`src/hw/decodeStage_params.svh`:
```
`ifndef DECODE_STAGE_PARAMS_SVH
`define DECODE_STAGE_PARAMS_SVH

// Datapath word, also used for addresses
`define XLEN 32

`define INSTRUCTION_WIDTH 32

// Register file index
`define REGISTER_ADDRESS_WIDTH 5

// Instruction field widths
`define OPCODE_WIDTH 7
`define FUNCT3_WIDTH 3
`define FUNCT7_WIDTH 7

`endif

```
`src/hw/decodePkg.sv`:
```
`include "decodeStage_params.svh"

package decodePkg;

    typedef logic [`XLEN-1:0] wordT;
    typedef logic [`INSTRUCTION_WIDTH-1:0] instructionT;
    typedef logic [`REGISTER_ADDRESS_WIDTH-1:0] registerAddressT;

    typedef enum logic [`OPCODE_WIDTH-1:0] {
        OPCODE_LOAD     = 7'b0000011,
        OPCODE_MISC_MEM = 7'b0001111, // FENCE, FENCE.I
        OPCODE_ALU_IMM  = 7'b0010011,
        OPCODE_AUIPC    = 7'b0010111,
        OPCODE_STORE    = 7'b0100011,
        OPCODE_ALU_REG  = 7'b0110011,
        OPCODE_LUI      = 7'b0110111,
        OPCODE_BRANCH   = 7'b1100011,
        OPCODE_JALR     = 7'b1100111,
        OPCODE_JAL      = 7'b1101111,
        OPCODE_SYSTEM   = 7'b1110011  // Always illegal in this core
    } opcodeT;

    typedef enum logic [3:0] {
        ALU_ADD, ALU_SUB, ALU_AND, ALU_OR, ALU_XOR,
        ALU_SLL, ALU_SRL, ALU_SRA, ALU_SLT, ALU_SLTU
    } aluOperationT;

    typedef enum logic [1:0] {ALU_RS1_RS2, ALU_RS1_IMM, ALU_PC_IMM, ALU_ZERO_IMM} aluSourceT;

    typedef enum logic [1:0] {WB_NONE, WB_ALU, WB_MEM, WB_PC4} writebackT;

    typedef enum logic [2:0] {BR_NONE, BR_EQ, BR_NE, BR_LT, BR_GE, BR_LTU, BR_GEU} branchT;

    typedef enum logic [1:0] {JUMP_NONE, JUMP_JAL, JUMP_JALR} jumpT;

    // Byte and half follow funct3 and word sets both bits
    typedef enum logic [1:0] {MEM_BYTE = 2'b00, MEM_HALF = 2'b01, MEM_WORD = 2'b11} memoryWidthT;

    typedef enum logic [2:0] {IMM_NONE, IMM_I, IMM_S, IMM_B, IMM_U, IMM_J} immediateFormatT;

    typedef enum logic [1:0] {TRAP_NONE, TRAP_ILLEGAL, TRAP_ACCESS_INST} trapT;

endpackage

```
`src/hw/decodeControlIf.sv`:
```
`timescale 1ns/1ps

interface decodeControlIf import decodePkg::*; ();

    registerAddressT destination;
    aluSourceT aluSource;
    aluOperationT aluOperation;
    writebackT writeback;
    logic memoryRead;
    logic memoryWrite;
    memoryWidthT memoryWidth;
    logic memorySigned;
    branchT branch;
    jumpT jump;
    logic illegal; // Raw decode verdict, before fault priority

    modport decoder (
        output destination, aluSource, aluOperation, writeback,
        output memoryRead, memoryWrite, memoryWidth, memorySigned,
        output branch, jump, illegal
    );

    modport stage (
        input destination, aluSource, aluOperation, writeback,
        input memoryRead, memoryWrite, memoryWidth, memorySigned,
        input branch, jump, illegal
    );

endinterface

```
`src/hw/instructionDecoder.sv`:
```
`timescale 1ns/1ps
`include "decodeStage_params.svh"

module instructionDecoder import decodePkg::*; (
    input instructionT instruction,
    output registerAddressT readAddress1,
    output registerAddressT readAddress2,
    output immediateFormatT immediateFormat,
    decodeControlIf.decoder control
);

    opcodeT opcode;
    logic [`FUNCT3_WIDTH-1:0] funct3;
    logic [`FUNCT7_WIDTH-1:0] funct7;
    registerAddressT destinationField;
    registerAddressT source1Field;
    registerAddressT source2Field;

    assign opcode = opcodeT'(instruction[`OPCODE_WIDTH-1:0]);
    assign funct3 = instruction[14:12];
    assign funct7 = instruction[31:25];
    assign destinationField = instruction[11:7];
    assign source1Field = instruction[19:15];
    assign source2Field = instruction[24:20];

    always_comb begin
        control.destination = '0;
        control.aluSource = ALU_RS1_RS2;
        control.aluOperation = ALU_ADD;
        control.writeback = WB_NONE;
        control.memoryRead = 1'b0;
        control.memoryWrite = 1'b0;
        control.memoryWidth = MEM_BYTE;
        control.memorySigned = 1'b0;
        control.branch = BR_NONE;
        control.jump = JUMP_NONE;
        control.illegal = 1'b0;
        readAddress1 = '0;
        readAddress2 = '0;
        immediateFormat = IMM_NONE;
        unique case (opcode)
            OPCODE_ALU_REG: begin
                control.destination = destinationField;
                control.writeback = WB_ALU;
                readAddress1 = source1Field;
                readAddress2 = source2Field;
                unique case ({funct7, funct3})
                    10'b0000000_000: control.aluOperation = ALU_ADD;
                    10'b0100000_000: control.aluOperation = ALU_SUB;
                    10'b0000000_111: control.aluOperation = ALU_AND;
                    10'b0000000_110: control.aluOperation = ALU_OR;
                    10'b0000000_100: control.aluOperation = ALU_XOR;
                    10'b0000000_001: control.aluOperation = ALU_SLL;
                    10'b0000000_101: control.aluOperation = ALU_SRL;
                    10'b0100000_101: control.aluOperation = ALU_SRA;
                    10'b0000000_010: control.aluOperation = ALU_SLT;
                    10'b0000000_011: control.aluOperation = ALU_SLTU;
                    default: control.illegal = 1'b1;
                endcase
            end
            OPCODE_ALU_IMM: begin
                control.destination = destinationField;
                control.aluSource = ALU_RS1_IMM;
                control.writeback = WB_ALU;
                readAddress1 = source1Field;
                immediateFormat = IMM_I;
                unique case (funct3)
                    3'b000: control.aluOperation = ALU_ADD;
                    3'b010: control.aluOperation = ALU_SLT;
                    3'b011: control.aluOperation = ALU_SLTU;
                    3'b100: control.aluOperation = ALU_XOR;
                    3'b110: control.aluOperation = ALU_OR;
                    3'b111: control.aluOperation = ALU_AND;
                    3'b001: begin
                        control.aluOperation = ALU_SLL;
                        control.illegal = (funct7 != 7'b0000000); // Shamt above 31 too
                    end
                    default: begin // SRLI and SRAI share funct3
                        control.aluOperation = funct7[5] ? ALU_SRA : ALU_SRL;
                        control.illegal = (funct7 != 7'b0000000) && (funct7 != 7'b0100000);
                    end
                endcase
            end
            OPCODE_LOAD: begin
                control.destination = destinationField;
                control.aluSource = ALU_RS1_IMM;
                control.writeback = WB_MEM;
                control.memoryRead = 1'b1;
                readAddress1 = source1Field;
                immediateFormat = IMM_I;
                control.memorySigned = !funct3[2]; // LBU and LHU set bit 2
                unique case (funct3)
                    3'b000, 3'b100: control.memoryWidth = MEM_BYTE;
                    3'b001, 3'b101: control.memoryWidth = MEM_HALF;
                    3'b010: control.memoryWidth = MEM_WORD;
                    default: control.illegal = 1'b1;
                endcase
            end
            OPCODE_STORE: begin
                control.aluSource = ALU_RS1_IMM;
                control.memoryWrite = 1'b1;
                readAddress1 = source1Field;
                readAddress2 = source2Field;
                immediateFormat = IMM_S;
                unique case (funct3)
                    3'b000: control.memoryWidth = MEM_BYTE;
                    3'b001: control.memoryWidth = MEM_HALF;
                    3'b010: control.memoryWidth = MEM_WORD;
                    default: control.illegal = 1'b1;
                endcase
            end
            OPCODE_BRANCH: begin
                control.aluSource = ALU_PC_IMM; // Target address
                readAddress1 = source1Field;
                readAddress2 = source2Field;
                immediateFormat = IMM_B;
                unique case (funct3)
                    3'b000: control.branch = BR_EQ;
                    3'b001: control.branch = BR_NE;
                    3'b100: control.branch = BR_LT;
                    3'b101: control.branch = BR_GE;
                    3'b110: control.branch = BR_LTU;
                    3'b111: control.branch = BR_GEU;
                    default: control.illegal = 1'b1;
                endcase
            end
            OPCODE_LUI, OPCODE_AUIPC: begin
                control.destination = destinationField;
                control.aluSource = (opcode == OPCODE_LUI) ? ALU_ZERO_IMM : ALU_PC_IMM;
                control.writeback = WB_ALU;
                immediateFormat = IMM_U;
            end
            OPCODE_JAL: begin
                control.destination = destinationField;
                control.aluSource = ALU_PC_IMM;
                control.writeback = WB_PC4;
                control.jump = JUMP_JAL;
                immediateFormat = IMM_J;
            end
            OPCODE_JALR: begin
                control.destination = destinationField;
                control.aluSource = ALU_RS1_IMM;
                control.writeback = WB_PC4;
                control.jump = JUMP_JALR;
                readAddress1 = source1Field;
                immediateFormat = IMM_I;
                control.illegal = (funct3 != 3'b000);
            end
            OPCODE_MISC_MEM: control.illegal = funct3[2:1] != 2'b00; // Fences retire as no-ops
            default: control.illegal = 1'b1; // SYSTEM and unknown opcodes
        endcase
    end

    always_comb begin
        assert final (!(control.memoryRead && control.memoryWrite))
            else $error("Decode asserts load and store together");
    end

endmodule

```
`src/hw/immediateGenerator.sv`:
```
`timescale 1ns/1ps
`include "decodeStage_params.svh"

module immediateGenerator import decodePkg::*; (
    input instructionT instruction,
    input immediateFormatT immediateFormat,
    output wordT immediate
);

    logic sign;

    assign sign = instruction[31];

    always_comb begin
        unique case (immediateFormat)
            IMM_I: immediate = {{(`XLEN-12){sign}}, instruction[31:20]};
            IMM_S: immediate = {{(`XLEN-12){sign}}, instruction[31:25], instruction[11:7]};
            IMM_B: begin
                immediate = {{(`XLEN-12){sign}}, instruction[7], instruction[30:25],
                             instruction[11:8], 1'b0};
            end
            IMM_U: immediate = {instruction[31:12], 12'd0}; // Low bits are zero
            IMM_J: begin
                immediate = {{(`XLEN-20){sign}}, instruction[19:12], instruction[20],
                             instruction[30:21], 1'b0};
            end
            default: immediate = '0;
        endcase
    end

endmodule

```
`src/hw/decodeRegister.sv`:
```
`timescale 1ns/1ps

module decodeRegister import decodePkg::*; (
    input logic clock,
    input logic reset,
    input logic fetchValid,
    input logic fetchAccessFault,
    input instructionT fetchInstruction,
    input wordT fetchProgramCounter,
    input logic stall,
    input logic flush,
    decodeControlIf.stage control,
    input registerAddressT readAddress1,
    input registerAddressT readAddress2,
    input wordT readData1,
    input wordT readData2,
    input wordT immediate,
    output logic decodeValid,
    output registerAddressT decodeDestination,
    output registerAddressT decodeSource1,
    output registerAddressT decodeSource2,
    output aluSourceT decodeAluSource,
    output aluOperationT decodeAluOperation,
    output writebackT decodeWriteback,
    output logic decodeMemoryRead,
    output logic decodeMemoryWrite,
    output memoryWidthT decodeMemoryWidth,
    output logic decodeMemorySigned,
    output branchT decodeBranch,
    output jumpT decodeJump,
    output wordT decodeImmediate,
    output wordT decodeRegisterData1,
    output wordT decodeRegisterData2,
    output wordT decodeProgramCounter,
    output trapT decodeTrap,
    output wordT decodeFaultAddress
);

    trapT nextTrap;
    wordT nextFaultAddress;
    logic trapped;

    always_comb begin
        nextTrap = TRAP_NONE;
        nextFaultAddress = '0;
        if (fetchAccessFault) begin // Fetch fault outranks any decode result
            nextTrap = TRAP_ACCESS_INST;
            nextFaultAddress = fetchProgramCounter;
        end else if (control.illegal) begin
            nextTrap = TRAP_ILLEGAL;
            nextFaultAddress = wordT'(fetchInstruction);
        end
    end

    assign trapped = (nextTrap != TRAP_NONE);

    always_ff @(posedge clock) begin
        if (reset || (!flush && !stall && !fetchValid)) begin // Bubble loads zeros
            decodeValid <= 1'b0;
            decodeDestination <= '0;
            decodeSource1 <= '0;
            decodeSource2 <= '0;
            decodeAluSource <= ALU_RS1_RS2;
            decodeAluOperation <= ALU_ADD;
            decodeWriteback <= WB_NONE;
            decodeMemoryRead <= 1'b0;
            decodeMemoryWrite <= 1'b0;
            decodeMemoryWidth <= MEM_BYTE;
            decodeMemorySigned <= 1'b0;
            decodeBranch <= BR_NONE;
            decodeJump <= JUMP_NONE;
            decodeImmediate <= '0;
            decodeRegisterData1 <= '0;
            decodeRegisterData2 <= '0;
            decodeProgramCounter <= '0;
            decodeTrap <= TRAP_NONE;
            decodeFaultAddress <= '0;
        end else if (flush) begin
            decodeValid <= 1'b0; // Payload keeps old values
        end else if (!stall) begin
            decodeValid <= 1'b1;
            decodeDestination <= trapped ? '0 : control.destination;
            decodeSource1 <= readAddress1;
            decodeSource2 <= readAddress2;
            decodeAluSource <= control.aluSource;
            decodeAluOperation <= control.aluOperation;
            decodeWriteback <= trapped ? WB_NONE : control.writeback;
            decodeMemoryRead <= control.memoryRead && !trapped;
            decodeMemoryWrite <= control.memoryWrite && !trapped;
            decodeMemoryWidth <= control.memoryWidth;
            decodeMemorySigned <= control.memorySigned;
            decodeBranch <= control.branch;
            decodeJump <= control.jump;
            decodeImmediate <= immediate;
            decodeRegisterData1 <= readData1;
            decodeRegisterData2 <= readData2;
            decodeProgramCounter <= fetchProgramCounter;
            decodeTrap <= nextTrap;
            decodeFaultAddress <= nextFaultAddress;
        end
    end

    assert property (@(posedge clock) disable iff (reset) flush |=> !decodeValid)
        else $error("Flush did not drop decodeValid");

    // Squashed instructions must never reach writeback
    assert property (@(posedge clock) disable iff (reset)
        (decodeTrap != TRAP_NONE) |-> (decodeWriteback == WB_NONE))
        else $error("Trapping instruction carries a writeback");

endmodule

```
`src/hw/decodeStage.sv`:
```
`timescale 1ns/1ps

module decodeStage import decodePkg::*; (
    input logic clock,
    input logic reset,
    input logic fetchValid,
    input instructionT fetchInstruction,
    input wordT fetchProgramCounter,
    input logic fetchAccessFault,
    input logic stall,
    input logic flush,
    output registerAddressT readAddress1,
    output registerAddressT readAddress2,
    input wordT readData1,
    input wordT readData2,
    output logic decodeValid,
    output registerAddressT decodeDestination,
    output registerAddressT decodeSource1,
    output registerAddressT decodeSource2,
    output aluSourceT decodeAluSource,
    output aluOperationT decodeAluOperation,
    output writebackT decodeWriteback,
    output logic decodeMemoryRead,
    output logic decodeMemoryWrite,
    output memoryWidthT decodeMemoryWidth,
    output logic decodeMemorySigned,
    output branchT decodeBranch,
    output jumpT decodeJump,
    output wordT decodeImmediate,
    output wordT decodeRegisterData1,
    output wordT decodeRegisterData2,
    output wordT decodeProgramCounter,
    output trapT decodeTrap,
    output wordT decodeFaultAddress
);

    immediateFormatT immediateFormat;
    wordT immediate;

    decodeControlIf controlBus ();

    instructionDecoder decoder0 (
        .instruction(fetchInstruction),
        .readAddress1(readAddress1), // Register file reads in the same cycle
        .readAddress2(readAddress2),
        .immediateFormat(immediateFormat),
        .control(controlBus.decoder)
    );

    immediateGenerator immediateGenerator0 (
        .instruction(fetchInstruction),
        .immediateFormat(immediateFormat),
        .immediate(immediate)
    );

    decodeRegister decodeRegister0 (.*, .control(controlBus.stage));

endmodule

```
`config.mk`:
```
export PLATFORM = sky130hd
export DESIGN_NAME = decodeStage
export DESIGN_NICKNAME = d
export VERILOG_FILES = /design/src/hw/decodePkg.sv /design/src/hw/decodeControlIf.sv /design/src/hw/instructionDecoder.sv /design/src/hw/immediateGenerator.sv /design/src/hw/decodeRegister.sv /design/src/hw/decodeStage.sv
export VERILOG_INCLUDE_DIRS = /design/src /design/src/hw
export SDC_FILE = /design/constraint.sdc
export NUM_CORES = 1
export LEC_CHECK = 0
export ABC_CLOCK_PERIOD_IN_PS = 2200
export BUFFER_PORTS_ARGS = -buffer_cell sky130_fd_sc_hd__buf_4
export CELL_PAD_IN_SITES_DETAIL_PLACEMENT = 1
export CELL_PAD_IN_SITES_GLOBAL_PLACEMENT = 2
export CORE_ASPECT_RATIO = 0.8
export CORE_UTILIZATION = 27
export CTS_BUF_LIST = sky130_fd_sc_hd__clkbuf_4 sky130_fd_sc_hd__clkbuf_8
export DETAILED_ROUTE_END_ITERATION = 12
export GPL_TIMING_DRIVEN = 0
export PLACE_DENSITY_LB_ADDON = 0.1
export SLEW_MARGIN = 20
export SYNTH_ARGS = -nofsm -noshare
export SYNTH_HDL_FRONTEND = slang
export SYNTH_SLANG_ARGS = --single-unit
```
`constraint.sdc`:
```
create_clock -name clock -period 2.2 [get_ports clock]
set_input_delay 0.44 -clock clock [delete_from_list [all_inputs] [get_ports clock]]
set_output_delay 0.44 -clock clock [all_outputs]
set_load 0.03 [all_outputs]
```
# Yosys cells after proc, flatten, opt, wreduce, memory -nomap -nowiden
# Index checks and enable logic that the tools add are counted.
[classes]
n_eq_ne = 32
reduce_logical = 35
bitwise_logic = 2
n_mux = 33
[op_table]
columns = ["operator", "n"]
rows = [
  ["$pmux W32 S5", 1],
  ["$mux W32", 2],
  ["$eq A10 B3 Y1 const B", 4],
  ["$pmux W4 S9", 1],
  ["$pmux W4 S7", 1],
  ["$eq A7 B6 Y1 const B", 3],
  ["$eq A7 B7 Y1 const B", 3],
  ["$eq A10 B2 Y1 const B", 2],
  ["$eq A10 B9 Y1 const B", 2],
  ["$mux W5", 4],
  ["$eq A3 B3 Y1 const B", 6],
  ["$pmux W3 S6", 1],
  ["$reduce_or A6 Y1", 3],
  ["$pmux W2 S2", 4],
  ["$pmux W3 S5", 1],
  ["$eq A7 B5 Y1 const B", 2],
  ["$eq A3 B2 Y1 const B", 4],
  ["$pmux W2 S3", 2],
  ["$reduce_or A3 Y1", 4],
  ["$eq A10 B1 Y1 const B", 1],
  ["$logic_not A10 Y1", 1],
  ["$mux W1", 10],
  ["$reduce_or A10 Y1", 1],
  ["$reduce_or A2 Y1", 5],
  ["21 further kinds", 34],
]
[word_totals]
output_inout_bits = 206
elab_cells = 121
reg_bits = 196
input_bits = 134

# Longest topological paths before layout
# Gate-level depths: netlist of run 1.
[logic_depth]
ltp_word = 9
mapped_depth = 8
depth_no_buf = 5

# Modules after synthesis
# Synthesis of run 1 repeated with hierarchy kept, for this count alone.
[unflattened]
hier_cells = 1066
area_unflattened_um2 = 8045.2
[modules_own_cells]
columns = ["module", "cells_per_inst", "seq_area_each_um2", "area_each_um2", "instances"]
rows = [
  ["decodeRegister", 880, 3923.8, 6940.4, 1],
  ["instructionDecoder", 120, 0.0, 714.4, 1],
  ["immediateGenerator", 66, 0.0, 390.4, 1],
]

# Worst setup path before layout of run 1
# Ideal clock, no wire load.
[synth_path]
path_type = "input-to-output"
startpoint = "input port fetchInstruction[6]"
endpoint = "output port readAddress1[0]"
path_buffers = 2
slack_ns = -0.016
required_time_ns = 1.760
arrival_time_ns = 1.776
cell_stages = 5
path_cell_list = "buf_2 -> buf_2 -> or2_2 -> a21boi_1 -> and2_1"
[synth_via]
elab_chain_cells = 3
word_cells_on_any_way = 8
cone_classes = "eq/ne: 6; mux: 1; reduce/logical: 1"
[synth_rtl]
columns = ["item", "line_no", "rtl"]
rows = [
  ["from (decl)", "decodeStage.sv:7", "input instructionT fetchInstruction,"],
  ["$eq A7 B7 Y1 (tied with other cells)", "instructionDecoder.sv:41", "unique case (opcode)"],
  ["$reduce_or A6 Y1 (no source line) *", "n/a", ""],
  ["$mux W5 *", "instructionDecoder.sv:41", ""],
  ["to (decl)", "decodeStage.sv:12", "output registerAddressT readAddress1,"],
]
# Mark *: on every way between the ends. The rest lies on a longest branch, timed or not.

# Final worst setup path of run 1
[layout_path]
startpoint = "input port fetchInstruction[5]"
endpoint = "output port readAddress1[2]"
# Same word-level chain as after synthesis.

==> summary.md, run 1 <==
| Metric | Value |
|---|---|
| Status | `completed` |
| Clock tree root driver cell | `clkbuf_8` |
| Vias in the first global route | `9,298` |
| Worst EP required | `1.76 ns` |
| Synth Area in Compound Gates | `22.5%` |
| Min Clock Period, post-route | `2.15 ns` |
| DR iter-0 viols | `486` |
| Largest net degree at the start of global routing | `20` |
| Main combinational cell family by area after synthesis | `simple AND/OR/NAND/NOR gates` |
| Most frequent cell after synthesis | `nand2_1` |
| Starting density of the core | `27.5%` |
| Floorplan row count | `57` |
| Final WL | `38,600 um` |
| Die Height | `159 um` |
| First-pass DRT Iterations | `5` |
| H-tree depth | `4` |
| Crit path max fanout | `10` |
| # setup viols final | `0` |
| Clk sink count | `196` |
| Post-synth EDFFs | `0` |
| Yosys reg bits | `196` |
| Synth area leader | `dfxtp_1` |
| Routed len/inst | `20.7 um` |
| Initial antenna violation count | `0` |
| Yosys cell types | `63` |
| Synth top area share | `47.0%` |
| CP arrival | `1.71 ns` |
| Vias | `9,137` |
| Hpwl dp | `30,000 um` |
| IO Port Bufs | `333` |
| Met1 GRT Util | `34.1%` |
| M2 GR Usage | `36.3%` |
| Final Skew | `0 ns` |
| Core area | `0.0304 mm2` |
| Synth Flop Type | `dfxtp_1` |
| Cell area after synthesis | `0.00835 mm2` |
| Portion of netlist area occupied by mux cells | `0%` |
| Placer Congestion | `0.910` |
| Static Leak | `0.00479 uW` |
| Overflow after GRT | `0` |
| Worst slew pin tran | `1.05 ns` |
| Chip width | `199 um` |
| # hold bufs at CTS | `0` |
| Avg Inst Size Synth | `7.72 um2` |
| Fraction of registers with async set or reset after synthesis | `0%` |
| Area share of fa/ha/maj cells after synthesis | `0%` |
| CP Capture Type | `output pin` |
| Maximum Capacitance Violations | `0` |
| Worst min-delay path class | `input port to flip-flop` |
| Hold Vio Cnt, Final | `0` |
| Reg clk slew, reported paths | `0.09 ns` |
| Largest vdd supply drop | `0.000360 V` |
| Setup TNS | `0 ns` |
| Slew Limit Fails | `0` |
| Simple-Gate Fraction of Synth Area | `24.5%` |
| First-pass GRT wire length | `57,100 um` |
| Drt via density | `4.90` |
| Xor and xnor area share after synthesis | `0.210%` |
| Clk_lat worst skew | `0.47 ns` |
| Fin crit share | `97.7%` |
| Post-synth top cells | `nand2_1 (272), a21oi_1 (209), dfxtp_1 (196), nor2_1 (65), nand3_1 (48)` |
| Worst Setup Start Kind | `input port` |
| GRT busiest layer | `met2` |
| CTS Buffer Depth | `2` |
| CTS tree | `done` |
| F_max | `0.465 GHz` |
| # IOs | `340` |
| FF+latch area | `0.00392 mm2` |
| Area grow syn2layout | `42.2%` |
| Top post-synthesis cells by area | `dfxtp_1 (47%), a21oi_1 (13%), nand2_1 (12%)` |
| Share of cells above drive strength 1 | `30.4%` |
| Antenna-violating nets left | `0` |
| Critical path type | `input port to output pin` |
| # DRC | `0` |
| Die area | `0.0316 mm2` |
| Area taken by multi-input logic gates | `0.00398 mm2` |
| Met3 GRT Util | `6.78%` |
| RSZ-0062 raised after global routing | `no` |
| Total GRT Usage | `24.1%` |
| Yosys warns | `0` |
| # fillers | `3,797` |
| Nets | `1,570` |
| Post-Syn Nets | `1,215` |
| Pwr Density | `638 mW/mm2` |
| Slew headroom | `29.5%` |
| Layout Utilization | `39.1%` |
| Num CTS Buffers | `17` |
| Seq/Total Area, Yosys | `47.0%` |
| Cells after Synth | `1,081` |
[power breakdown]
part           total [uW]  switching [uW]  internal [uW]
Combinational        1330             859            474
Clock                2520            1380           1140
Sequential           3720            64.0           3660
[per-layer routing]
layer / vias up / part of all wire (%)
met1: 4448 / 48
met3: 20 / 7.3
li1: 4418 / -
met5: - / 0
met4: 0 / 1.1
met2: 251 / 43
[kinds of logic after synthesis]
group | after synthesis
AOI/OAI and AO/OA | 324
DFF | 196
buffers and inverters | 100
xor gates and xnor gates | 2
and+or+nand+nor | 459
[sequential cells by signal (all words and copies together) (netlist names)]
| signal | cells |
|---|---|
| decodeRegister0.decodeFaultAddress | 32 |
| decodeRegister0.decodeImmediate | 32 |
| decodeRegister0.decodeProgramCounter | 32 |
| decodeRegister0.decodeRegisterData1 | 32 |
| decodeRegister0.decodeRegisterData2 | 32 |
| decodeRegister0.decodeDestination | 5 |
| decodeRegister0.decodeSource1 | 5 |
| decodeRegister0.decodeSource2 | 5 |
| decodeRegister0.decodeAluOperation | 4 |
| decodeRegister0.decodeBranch | 3 |
| decodeRegister0.decodeAluSource | 2 |
| decodeRegister0.decodeJump | 2 |
| decodeRegister0.decodeMemoryWidth | 2 |
| decodeRegister0.decodeTrap | 2 |
| decodeRegister0.decodeWriteback | 2 |
| decodeRegister0.decodeMemoryRead | 1 |
| decodeRegister0.decodeMemorySigned | 1 |
| decodeRegister0.decodeMemoryWrite | 1 |
| decodeRegister0.decodeValid | 1 |
[placed cells by master, fill, tap and decap left out, types with 4 or more instances in the layout]
master / instances
a21oi_1: 209
a221oi_1: 4
a22oi_1: 24
a31oi_1: 32
and2_1: 11
buf_1: 9
buf_2: 36
buf_4: 338
buf_6: 11
clkbuf_1: 36
clkbuf_8: 20
dfxtp_1: 196
inv_1: 4
nand2_1: 272
nand2b_1: 4
nand3_1: 47
nand4_1: 9
nor2_1: 65
nor2b_1: 8
nor3_1: 12
o21ai_0: 16
o21ai_1: 5
[path summary, 6_finish.rpt]
kind,start,endpoint,slack (ns),cells after the start
worst max-delay path,fetchInstruction[5],readAddress1[2],0.05,7
worst min-delay path,flush,decodeRegister0.decodeValid,0.15,2
worst max register to register,decodeRegister0.decodeFaultAddress[14],decodeRegister0.decodeFaultAddress[14],1.25,4
worst min register to register,decodeRegister0.decodeRegisterData1[29],decodeRegister0.decodeRegisterData1[29],0.46,2
[critical path: stages]
cell	delay (ns)
buf_4	0.08
buf_4	0.17
and2b_1	0.18
nand2_1	0.15
a21boi_4	0.35
and2_4	0.19
buf_4	0.15
[per-stage QoR]
step	worst slack [ns]	hold slack (ns)	area (um2)	std cells	power (uW)
2_1_floorplan	0.0958	0.519	8350	1081	4470
3_3_place_gp	-0.635	0.437	11400	1827	5120
3_5_place_dp	-0.664	0.448	11400	1827	5130
4_1_cts	0.0210	0.121	11800	1860	7650
5_1_grt	0.0127	0.136	11900	1862	7900
6_report	0.0508	0.150	11900	1863	7570
[repair_timing]
| action | in CTS | in global routing |
|---|---|---|
| pin swaps | 2 | 4 |
| buffers inserted | 2 | 2 |
| gates resized for setup | 5 | 13 |
| setup endpoints to repair | 12 | 10 |
[cell type report]
type	count	share of cell area, %
antenna	1	0.0211
buffer	94	4.03
clock buffer	22	2.45
clock inverter	10	1.03
inverter	5	0.158
multi-input combinational	785	33.5
sequential	196	33.1
tap	413	4.35
timing repair buffer	337	21.4
Note: power is estimated with default switching activity, not from simulation.
==> inputs of run 2 (changes only) <==
--- a/config.mk
+++ b/config.mk
@@ -6,7 +6,7 @@
 export SDC_FILE = /design/constraint.sdc
 export NUM_CORES = 1
 export LEC_CHECK = 0
-export ABC_CLOCK_PERIOD_IN_PS = 2200
+export ABC_CLOCK_PERIOD_IN_PS = 2400
 export BUFFER_PORTS_ARGS = -buffer_cell sky130_fd_sc_hd__buf_4
 export CELL_PAD_IN_SITES_DETAIL_PLACEMENT = 1
 export CELL_PAD_IN_SITES_GLOBAL_PLACEMENT = 2
==> constraint.sdc (replaced) <==
create_clock -name clock -period 2.4 [get_ports clock]
set_input_delay 0.48 -clock clock [delete_from_list [all_inputs] [get_ports clock]]
set_output_delay 0.48 -clock clock [all_outputs]
set_load 0.03 [all_outputs]
==> run 2 against run 1 <==
Effect of this change:
- die area is the same
- flip-flop and latch count is the same
- worst hold slack gained 0.055 ns
- total power shrank 10%
- cell count is essentially flat
- clock skew is the same
- via count grew 0.62%
- clock power shrank 14%
- global-route usage shrank 0.084 points
- combinational power shrank 8%
- worst setup slack gained 0.0094 ns
- wire length shrank 0.62%
==> summary.md, run 2 (synthesis results as in run 1) <==
| Metric | Value |
|---|---|
| Status | `completed` |
| H-tree depth | `4` |
| Largest vdd supply drop | `0.000338 V` |
| Largest net degree at the start of global routing | `17` |
| Final instance area | `0.0118 mm2` |
| Hold Vio Cnt, Final | `0` |
| DR iter-0 viols | `424` |
| Critical path type | `input port to output pin` |
| Number of non-filler instances in the completed layout | `1,862` |
| Vias | `9,194` |
| Die Height | `159 um` |
| Int Pwr | `4690 uW` |
| Routed len/inst | `20.6 um` |
| Final Skew | `0 ns` |
| Die area | `0.0316 mm2` |
| Setup TNS | `0 ns` |
| Num CTS Buffers | `17` |
| Placed insts | `1,827` |
| Vias in the first global route | `9,239` |
| Hpwl dp | `29,900 um` |
| Chip width | `199 um` |
| Fin crit share | `97.5%` |
| Slew headroom | `27.9%` |
| Comb pwr share | `17.9%` |
| F_max | `0.427 GHz` |
| Core area | `0.0304 mm2` |
| Worst Setup Start Kind | `input port` |
| Overflow after GRT | `0` |
| Final WL | `38,300 um` |
| Clk_lat worst skew | `0.47 ns` |
| WHS | `0.206 ns` |
| Slew Limit Fails | `0` |
| Placer Congestion | `0.900` |
| Total GRT Usage | `24.1%` |
| Floorplan row count | `57` |
| Min Clock Period, post-route | `2.34 ns` |
| CTS tree | `done` |
| RSZ-0062 raised after global routing | `no` |
| Sw frac | `31.0%` |
| Clock tree root driver cell | `clkbuf_8` |
| Maximum Capacitance Violations | `0` |
| Crit path max fanout | `9` |
| Area grow syn2layout | `41.5%` |
| Most frequent cells in the layout | `buf_4 (337), nand2_1 (272), a21oi_1 (209), dfxtp_1 (196), nor2_1 (65)` |
| Worst EP required | `1.92 ns` |
| Initial antenna violation count | `2` |
| Antenna-violating nets left | `0` |
| # fillers | `3,789` |
| # hold bufs at CTS | `0` |
| CP arrival | `1.86 ns` |
| # DRC | `0` |
| Starting density of the core | `27.5%` |
| CTS Buffer Depth | `2` |
| Commonest non-fill, non-tap cell in the layout | `buf_4` |
| Clock Power Share | `32.0%` |
| Worst min-delay path class | `input port to flip-flop` |
| # setup viols final | `0` |
| IO Port Bufs | `333` |
| CP Capture Type | `output pin` |
| Pwr Density | `576 mW/mm2` |
| Worst slew pin tran | `1.08 ns` |
| Reg power frac | `50.2%` |
| Switching pwr | `2110 uW` |
| First-pass GRT wire length | `57,200 um` |
| Drt via density | `4.94` |
| Antenna diodes | `0` |
| Static Leak | `0.00478 uW` |
| Clk sink count | `196` |
| First-pass DRT Iterations | `4` |
| Layout Utilization | `38.9%` |
| # IOs | `340` |
| Reg clk slew, reported paths | `0.09 ns` |
| Share of cells above drive strength 1 | `30.2%` |
| DP Area | `0.0114 mm2` |
| Nets | `1,571` |
run 2: cell count changes in the layout (fill, tap and decap cells not counted), moves of 3 or more:
cell	previous run	this run
buf_6	11	8
and2_4	3	0
and2_1	11	14
buf_2	36	40
run 2: routing by layer:
layer / vias to the layer above / GRT usage, % / share of wire [%]
met5: - / 0 / 0.034
met4: 2 / 6.64 / 2.2
met3: 41 / 6.42 / 7.8
met2: 285 / 35.5 / 43
met1: 4437 / 34.2 / 47
li1: 4429 / - / -
run 2: power by group through the flow:
stage	clock network, uW	registers, uW	logic [uW]
after floorplan	0	3680	418
after CTS	2250	3410	1220
after detailed placement	0	3490	1220
final	2170	3410	1220
after global placement	0	3480	1210
after global routing	2370	3430	1310
run 2: critical path, cell delays in order:
cell     delay (ns)
buf_2          0.17
and3b_1        0.23
buf_2          0.22
nand3_2        0.16
o22ai_4        0.15
buf_12         0.15
and2_1         0.13
buf_4          0.15
run 2: worst paths after layout:
check	startpoint	end	slack (ns)	cells past startpoint
setup / recovery	fetchInstruction[3]	readAddress2[3]	0.06	8
setup reg to reg	decodeRegister0.decodeFaultAddress[18]	decodeRegister0.decodeFaultAddress[18]	1.44	4
hold / removal	flush	decodeRegister0.decodeValid	0.21	2
hold reg to reg	decodeRegister0.decodeRegisterData2[1]	decodeRegister0.decodeRegisterData2[1]	0.46	2
run 2: area by class of cell:
cell class,count,area (um2),area share (%)
Inverter,5,18.8,0.159
Timing Repair Buffer,337,2540,21.5
Multi-Input combinational cell,785,3960,33.5
Clock inverter,10,101,0.858
Buffer,95,472,3.99
Tap cell,413,517,4.38
Clock buffer,21,277,2.34
Sequential cell,196,3920,33.2
run 2: stage by stage:
step | power (uW) | setup WS (ns)
2_1_floorplan | 4100 | 0.104
5_1_grt | 7110 | 0.0188
6_report | 6800 | 0.0602
3_3_place_gp | 4690 | -0.634
3_5_place_dp | 4700 | -0.603
4_1_cts | 6890 | 0.0354
run 2: what timing repair did:
action                     4_1_cts  5_1_grt
gates resized for setup          4        1
cloned                           0        0
setup buffers                    2        2
pin swaps                        1        1
setup endpoints to repair       11        9
